==> src/hw/request_defs.svh <==
// Sizes shared by RTL and testbench and the thresholds assume one cycle of ready latency per stage
`ifndef REQUEST_DEFS_SVH
`define REQUEST_DEFS_SVH

// ----------------------------------------------------------------------
// Engine count and payload field widths
// ----------------------------------------------------------------------
// Default number of request engines
`define REQ_NUM_ENGINES 4
// Engine id field has to hold every engine index
`define REQ_ENGINE_ID_W 4
`define REQ_VERTEX_W 32
`define REQ_DATA_W 32

// ----------------------------------------------------------------------
// FIFO sizing
// ----------------------------------------------------------------------
// Per-engine input FIFO
`define REQ_IN_DEPTH 16
// Headroom of four words for packets still in flight
`define REQ_IN_THRESH 12
// Shared output FIFO
`define REQ_OUT_DEPTH 32
`define REQ_OUT_THRESH 19
// Busy window after a FIFO leaves reset
`define REQ_RST_BUSY_CYCLES 2

`endif
==> src/hw/request_sync_fifo.sv <==
// PROG_THRESH must not exceed DEPTH and reads on empty or writes on full are dropped
`include "request_defs.svh"

module request_sync_fifo #(
  parameter int DEPTH       = 16,
  parameter int WIDTH       = 68,
  parameter int PROG_THRESH = 12
) (
  input  logic             ap_clk,
  input  logic             reset,
  input  logic [WIDTH-1:0] din,
  input  logic             wr_en,
  input  logic             rd_en,
  output logic [WIDTH-1:0] dout,
  output logic             out_valid,
  output logic             empty,
  output logic             full,
  output logic             prog_full,
  output logic             reset_busy
);

  localparam int ADDR_W = (DEPTH > 1) ? $clog2(DEPTH) : 1;
  localparam int CNT_W  = $clog2(DEPTH + 1);
  localparam int BUSY_W = $clog2(`REQ_RST_BUSY_CYCLES + 2);

  // Storage array
  logic [WIDTH-1:0]  mem [DEPTH];
  logic [ADDR_W-1:0] wr_ptr;
  logic [ADDR_W-1:0] rd_ptr;
  // Occupancy now and after this edge
  logic [CNT_W-1:0]  count;
  logic [CNT_W-1:0]  count_next;
  logic              do_wr;
  logic              do_rd;
  // Cycles left in the busy window
  logic [BUSY_W-1:0] busy_cnt;

  // ----------------------------------------------------------------------
  // Qualified strobes
  // ----------------------------------------------------------------------
  // Flags are registered so they already match count
  assign do_wr = wr_en & ~full;
  assign do_rd = rd_en & ~empty;

  // Occupancy after this edge
  always_comb begin
    count_next = count;
    if (do_wr && !do_rd) begin
      count_next = count + 1'b1;
    end else if (do_rd && !do_wr) begin
      count_next = count - 1'b1;
    end
  end

  // ----------------------------------------------------------------------
  // Pointers, count and flags
  // ----------------------------------------------------------------------
  always_ff @(posedge ap_clk) begin
    if (reset) begin
      wr_ptr    <= '0;
      rd_ptr    <= '0;
      count     <= '0;
      empty     <= 1'b1;
      full      <= 1'b0;
      prog_full <= 1'b0;
      out_valid <= 1'b0;
    end else begin
      // Wrap at DEPTH so odd depths work too
      if (do_wr) begin
        wr_ptr <= (wr_ptr == ADDR_W'(DEPTH - 1)) ? '0 : wr_ptr + 1'b1;
      end
      if (do_rd) begin
        rd_ptr <= (rd_ptr == ADDR_W'(DEPTH - 1)) ? '0 : rd_ptr + 1'b1;
      end
      count     <= count_next;
      empty     <= (count_next == '0);
      full      <= (count_next == CNT_W'(DEPTH));
      // Threshold compare on the new occupancy
      prog_full <= (count_next >= CNT_W'(PROG_THRESH));
      // Read data shows up one cycle after the strobe
      out_valid <= do_rd;
    end
  end

  // ----------------------------------------------------------------------
  // Storage and registered read port
  // ----------------------------------------------------------------------
  always_ff @(posedge ap_clk) begin
    if (do_wr) begin
      mem[wr_ptr] <= din;
    end
  end

  always_ff @(posedge ap_clk) begin
    if (do_rd) begin
      dout <= mem[rd_ptr];
    end
  end

  // ----------------------------------------------------------------------
  // Reset-busy window
  // ----------------------------------------------------------------------
  // High in reset, then for REQ_RST_BUSY_CYCLES more cycles
  always_ff @(posedge ap_clk) begin
    if (reset) begin
      busy_cnt   <= BUSY_W'(`REQ_RST_BUSY_CYCLES);
      reset_busy <= 1'b1;
    end else begin
      reset_busy <= (busy_cnt > BUSY_W'(1));
      if (busy_cnt != '0) begin
        busy_cnt <= busy_cnt - 1'b1;
      end
    end
  end

  // ----------------------------------------------------------------------
  // Checks on the surrounding logic
  // ----------------------------------------------------------------------
  // Reader must watch empty
  a_no_read_empty: assert property (@(posedge ap_clk) disable iff (reset)
    !(rd_en && empty))
    else $error("read strobe on empty FIFO");

  // Writer must watch prog_full early enough
  a_no_write_full: assert property (@(posedge ap_clk) disable iff (reset)
    !(wr_en && full))
    else $error("write strobe on full FIFO");

endmodule

==> config.mk <==
export PLATFORM = sky130hd
export DESIGN_NAME = request_sync_fifo
export DESIGN_NICKNAME = d
export VERILOG_FILES = /design/src/hw/request_sync_fifo.sv
export VERILOG_INCLUDE_DIRS = /design/src /design/src/hw
export SDC_FILE = /design/constraint.sdc
export NUM_CORES = 1
export LEC_CHECK = 0
export BUFFER_PORTS_ARGS = -buffer_cell sky130_fd_sc_hd__buf_2
export CORE_UTILIZATION = 45
export DETAILED_ROUTE_END_ITERATION = 8
export HOLD_SLACK_MARGIN = 0.05
export PLACE_DENSITY_LB_ADDON = 0.3
export RECOVER_POWER = 100
export SYNTH_ARGS = -nofsm -noshare
export SYNTH_HDL_FRONTEND = slang
export SYNTH_SLANG_ARGS = --single-unit
==> constraint.sdc <==
create_clock -name ap_clk -period 9.2 [get_ports ap_clk]
set_clock_uncertainty 0.2 [all_clocks]
set_input_delay 1.84 -clock ap_clk [delete_from_list [all_inputs] [get_ports ap_clk]]
set_output_delay 1.84 -clock ap_clk [all_outputs]
set_load 0.005 [all_outputs]
== Word-level counts from Yosys, hierarchy flattened ==
Memory sizes are Yosys's and may differ from the RTL's. A register that Yosys moved wholly into a read port is not among the register bits.
Cells that the tools add are included.

* RAM bits: 1088
* Register bits after elaboration: 20
* Output and inout port bits: 73
* Logic and storage cells: 36
* Memories kept: 1
* Input port bits: 72

{| class="wikitable"
|+ Memory list
! name !! words !! bits a word !! read ports !! clocked after Yosys merged registers in !! write ports !! line !! RTL
|-
| mem || 16 || 68 || 1 || 1 || 1 || request_sync_fifo.sv:27 || <nowiki>logic [WIDTH-1:0] mem [DEPTH];</nowiki>
|}

* Add/sub/neg operators: 5
* Magnitude comparators: 2
* Multiplexer cells: 6
* Equality and inequality tests: 3
* Bitwise operators: 4
* Reduce and logical (&&, ||, !) cells: 6

{| class="wikitable"
|+ Operators by type and width
! cell !! number
|-
| 5-bit 2-to-1 mux || 2
|-
| 4-bit by 1-bit adder with 4-bit output, second input constant || 2
|-
| 4-bit equality test, second input constant || 2
|-
| 4-bit 2-to-1 mux || 2
|-
| 5-bit by 1-bit adder with 5-bit output, second input constant || 1
|-
| 5-bit equality test, second input constant || 1
|-
| 5-bit by 4-bit >= comparator with 1-bit output, second input constant || 1
|-
| 5-bit logical NOT || 1
|-
| 5-bit by 1-bit subtractor with 5-bit output, second input constant || 1
|-
| 1-bit AND || 2
|-
| 2-bit by 1-bit greater-than comparator with 1-bit output, second input constant || 1
|-
| 1-bit logical AND || 2
|-
| 1-bit logical NOT || 2
|-
| 1-bit 2-to-1 mux || 2
|-
| 1-bit inverter || 2
|-
| 2-bit nonzero test || 1
|-
| 2-bit by 1-bit subtractor with 2-bit output, second input constant || 1
|}

== Depth between registers and ports, before layout ==
* Depth after elaboration: 7
* Depth in mapped cells: 7
* Gate-level depth less buffers: 6

== Worst setup path before layout ==
Ideal clock, no wire load.

* Path type: input to register
* Start point: input port wr_en
* End point: memory mem[3][0] (enable)
* Setup slack: 1.489 ns
* Stages: 4
* Required time: 8.422 ns
* Path buffers: 1
* Setup time: 0.578 ns
* Arrival: 6.933 ns
* Cell sequence: nor2b_1 > buf_2 > nand2_1 > nor3_1

* Word-level cells in the longest chain between the ends: 3

{| class="wikitable"
|+ Ends and longest elaborated chain
! what !! line !! RTL
|-
| start: declaration || request_sync_fifo.sv:12 || <nowiki>input logic wr_en,</nowiki>
|-
| 1-bit AND || request_sync_fifo.sv:42 || <nowiki>assign do_wr = wr_en & ~full;</nowiki>
|-
| 1-bit 2-to-1 mux || request_sync_fifo.sv:89 || <nowiki>if (do_wr) begin</nowiki>
|-
| 1-bit 2-to-1 mux (not written as such) || request_sync_fifo.sv:90 || <nowiki>mem[wr_ptr] <= din;</nowiki>
|-
| end: declaration || request_sync_fifo.sv:27 ||
|}

No other way between the ends.

== Worst setup path after layout ==
* Start point: input port wr_en
* End point: memory mem[4][35] (enable)

Same word-level chain as after synthesis.

==> flow_summary.json <==
{
  "drt-pass1-iter-count": 5,
  "critPathSlowestCell": "nor2_1",
  "cts.sink_count": 1176,
  "drc": 0,
  "coreArea_um2": 97300,
  "postCtsSetupRepairBufs": 0,
  "ioPinCount": 145,
  "fin_tns_setup_ns": 0,
  "arrival_ns": 6.63,
  "initial_core_util_pct": 45.7,
  "grt_max_degree": 157,
  "slowest_delay_ns": 2.69,
  "cts_resized": 0,
  "rsz0062_at_grt": "false",
  "root_buffer": "clkbuf_16",
  "p_clk_share_pct": 39.4,
  "status": "complete, but fails checks",
  "die-area_um2": 100000,
  "startpoint_type": "input port",
  "fillers": 7633,
  "ir_drop_v": 0.000155,
  "pre_cts_slack_ns": 3.58,
  "die-height_um": 316,
  "row_count": 114,
  "overflow": 0,
  "fin_crit_ns": 6.54,
  "finalHoldViolCount": 0,
  "ys.flop_type": "edfxtp_1",
  "fin_crit_sh_pct": 71.1,
  "maxCapViolCount": 28,
  "end_kind": "flop",
  "synth-warning-count": 0,
  "vias": 19900,
  "syn_to_final_growth_pct": 12.3,
  "leakage_uw": 0.0149,
  "gr-usage-all-layers_pct": 18.2,
  "fin_ws_ns": 2.66,
  "nets": 2214,
  "grt_pass1_wl_um": 134000,
  "critPathTopFamily": "simple AND/OR/NAND/NOR gates",
  "synth_cells": 1941,
  "syn-cell-area_um2": 44400,
  "clkSlewWorstSetupHoldPaths_ns": 0.06,
  "clock.fmax_mhz": 153,
  "worstPathMaxFanout": 38,
  "power.switching_uw": 2350,
  "synth_seq_cells": 1176,
  "power.density_nw_per_um2": 226,
  "cts_tree": "done",
  "drive_gt1_share_pct": 22.0,
  "combPwrFrac_pct": 6.7,
  "violations": "capacitance limit, slew limit",
  "antenna_left": 0,
  "crit_chain": "buf_2, nor2b_1, nand2_1, nor2_1, buf_4",
  "seqPwrFrac_pct": 53.9,
  "setup_viol": 0,
  "antenna_cells": 0,
  "cp.buffers_inverters": 2,
  "h-tree-depth": 3,
  "hold_slack_ns": 0.339,
  "portBuffers": 144,
  "wl_per_cell_um": 25.5,
  "antenna_found_initial": 6,
  "maxSlewViolCount": 1091,
  "cts_buffer_depth": 3,
  "crit_required_ns": 9.29,
  "grt_pass1_vias": 21200,
  "yosysSeqAreaShare_pct": 79.1,
  "synth_cell_types": 42,
  "hpwl_um": 46900,
  "path_class": "in2reg",
  "gp_congestion": 0.726,
  "synth_area_per_cell_um2": 22.9,
  "p_sw_share_pct": 20.9,
  "die_w_um": 316,
  "ctsHoldBuffers": 0,
  "relSlewSlack_pct": -179,
  "hold_class": "reg2reg",
  "tightest_slew_ns": 4.19,
  "synth_nets": 2022,
  "routed_wl_um": 89400,
  "cts_made_buffers": 115,
  "drtIter0Drc": 1956,
  "vias_per_cell": 5.68,
  "insertion_delay_ns": 0.68,
  "finalCoreUtilization_pct": 51.3,
  "synthArstFlopShare_pct": 0,
  "synth_edf_count": 1156,
  "p_int_uw": 8900
}
[state kept, by name, summed over array words and instances (netlist names)]
name	count
busy_cnt	2
count	5
dout	68
empty	1
full	1
mem	1088
out_valid	1
prog_full	1
rd_ptr	4
reset_busy	1
wr_ptr	4
[logic make-up after synthesis]
| group | after synthesis | synth area share, % |
|---|---|---|
| AOI/OAI and AO/OA | 161 | 2.27 |
| xor gates and xnor gates | 5 | 0.0986 |
| adders and majority gates | 9 | 0.254 |
| buffers and inverters | 115 | 1.26 |
| DFF | 1176 | 79.1 |
| muxes | 341 | 15.4 |
| and+or+nand+nor | 134 | 1.70 |
[synth_stat cells, types with 2 or more instances]
master    instances  area share [%]
nor3_1           10            0.11
a21oi_1          79            0.89
mux4_2          272              14
buf_2            25            0.28
nand3_1           4           0.045
a211oi_1         70             1.2
o21ai_0           3           0.034
buf_1             3           0.025
nor2_1           22            0.19
a311oi_1          2           0.039
buf_6             6            0.15
clkbuf_1         58            0.49
mux2i_1          68             1.5
buf_4            14            0.24
nand2_1          16            0.14
nand2b_1          3           0.042
inv_1             8           0.068
nor2b_1          69            0.97
dfxtp_1          20            0.90
edfxtp_1       1156              78
ha_1              9            0.25
xor2_1            4           0.079
[path summary, 6_finish.rpt]
check	startpoint	endpoint	slack, ns	cells past startpoint
worst min register to register	busy_cnt[1]$_SDFFE_PP1P_	reset_busy$_SDFF_PP1_	0.34	2
worst max register to register	rd_ptr[0]$_SDFFE_PP0P_	dout[45]$_DFFE_PP_	2.83	5
worst max-delay path	wr_en	mem[4][35]$_DFFE_PP_	2.66	5
worst min-delay path	busy_cnt[1]$_SDFFE_PP1P_	reset_busy$_SDFF_PP1_	0.34	2
[cell usage in the layout, fill, tap and decap left out, types with 26 or more instances in the layout]
cell type  instances
nor2b_1           69
edfxtp_1        1156
a21oi_1           80
mux2i_1           68
mux4_2           272
clkinv_2          27
clkbuf_16        119
clkbuf_1         163
buf_2             29
clkinv_1          26
a211oi_1          70
[through the flow]
step / total power, uW / area [um^2] / std cells
after floorplan: 6680 / 44400 / 1941
after global placement: 6920 / 46600 / 3292
after detailed placement: 6940 / 46600 / 3292
after CTS: 11400 / 50200 / 3503
after global routing: 11600 / 49900 / 3503
final: 11200 / 49900 / 3503
[power groups by stage]
stage / sequential (uW) / clock [uW] / combinational, uW
5_1_grt: 6070 / 4730 / 826
4_1_cts: 6060 / 4530 / 773
3_3_place_gp: 6160 / 0 / 756
6_report: 6060 / 4440 / 749
2_1_floorplan: 6160 / 0 / 520
3_5_place_dp: 6170 / 0 / 769
[layer usage]
metal  vias up  part of all wire (%)  global-route usage (%)
met5         -                 0.077                       0
met4        10                   2.2                    4.87
met3       153                   5.7                    3.60
met2       519                    50                    30.0
met1     10700                    42                    25.0
li1       8573                     -                       -
[worst register-to-register path: stages, from the launching register on]
cell and delay [ns]:
dfxtp_1 1.61, clkbuf_1 2.75, mux4_2 0.81, nor2b_1 0.15, a211oi_1 0.41, a21oi_1 0.13
[final cells by class]
type                    instances  area [um^2]  area share, %
multi-input cells             650         8760           17.6
flip-flops and latches       1176        35100           70.4
inverters                       9         35.0         0.0702
clock inverters                64          474          0.951
clock buffers                 147         3080           6.18
well taps                    1276         1600           3.20
repair buffers                181          800           1.60
Note: power is estimated with default switching activity, not from simulation.
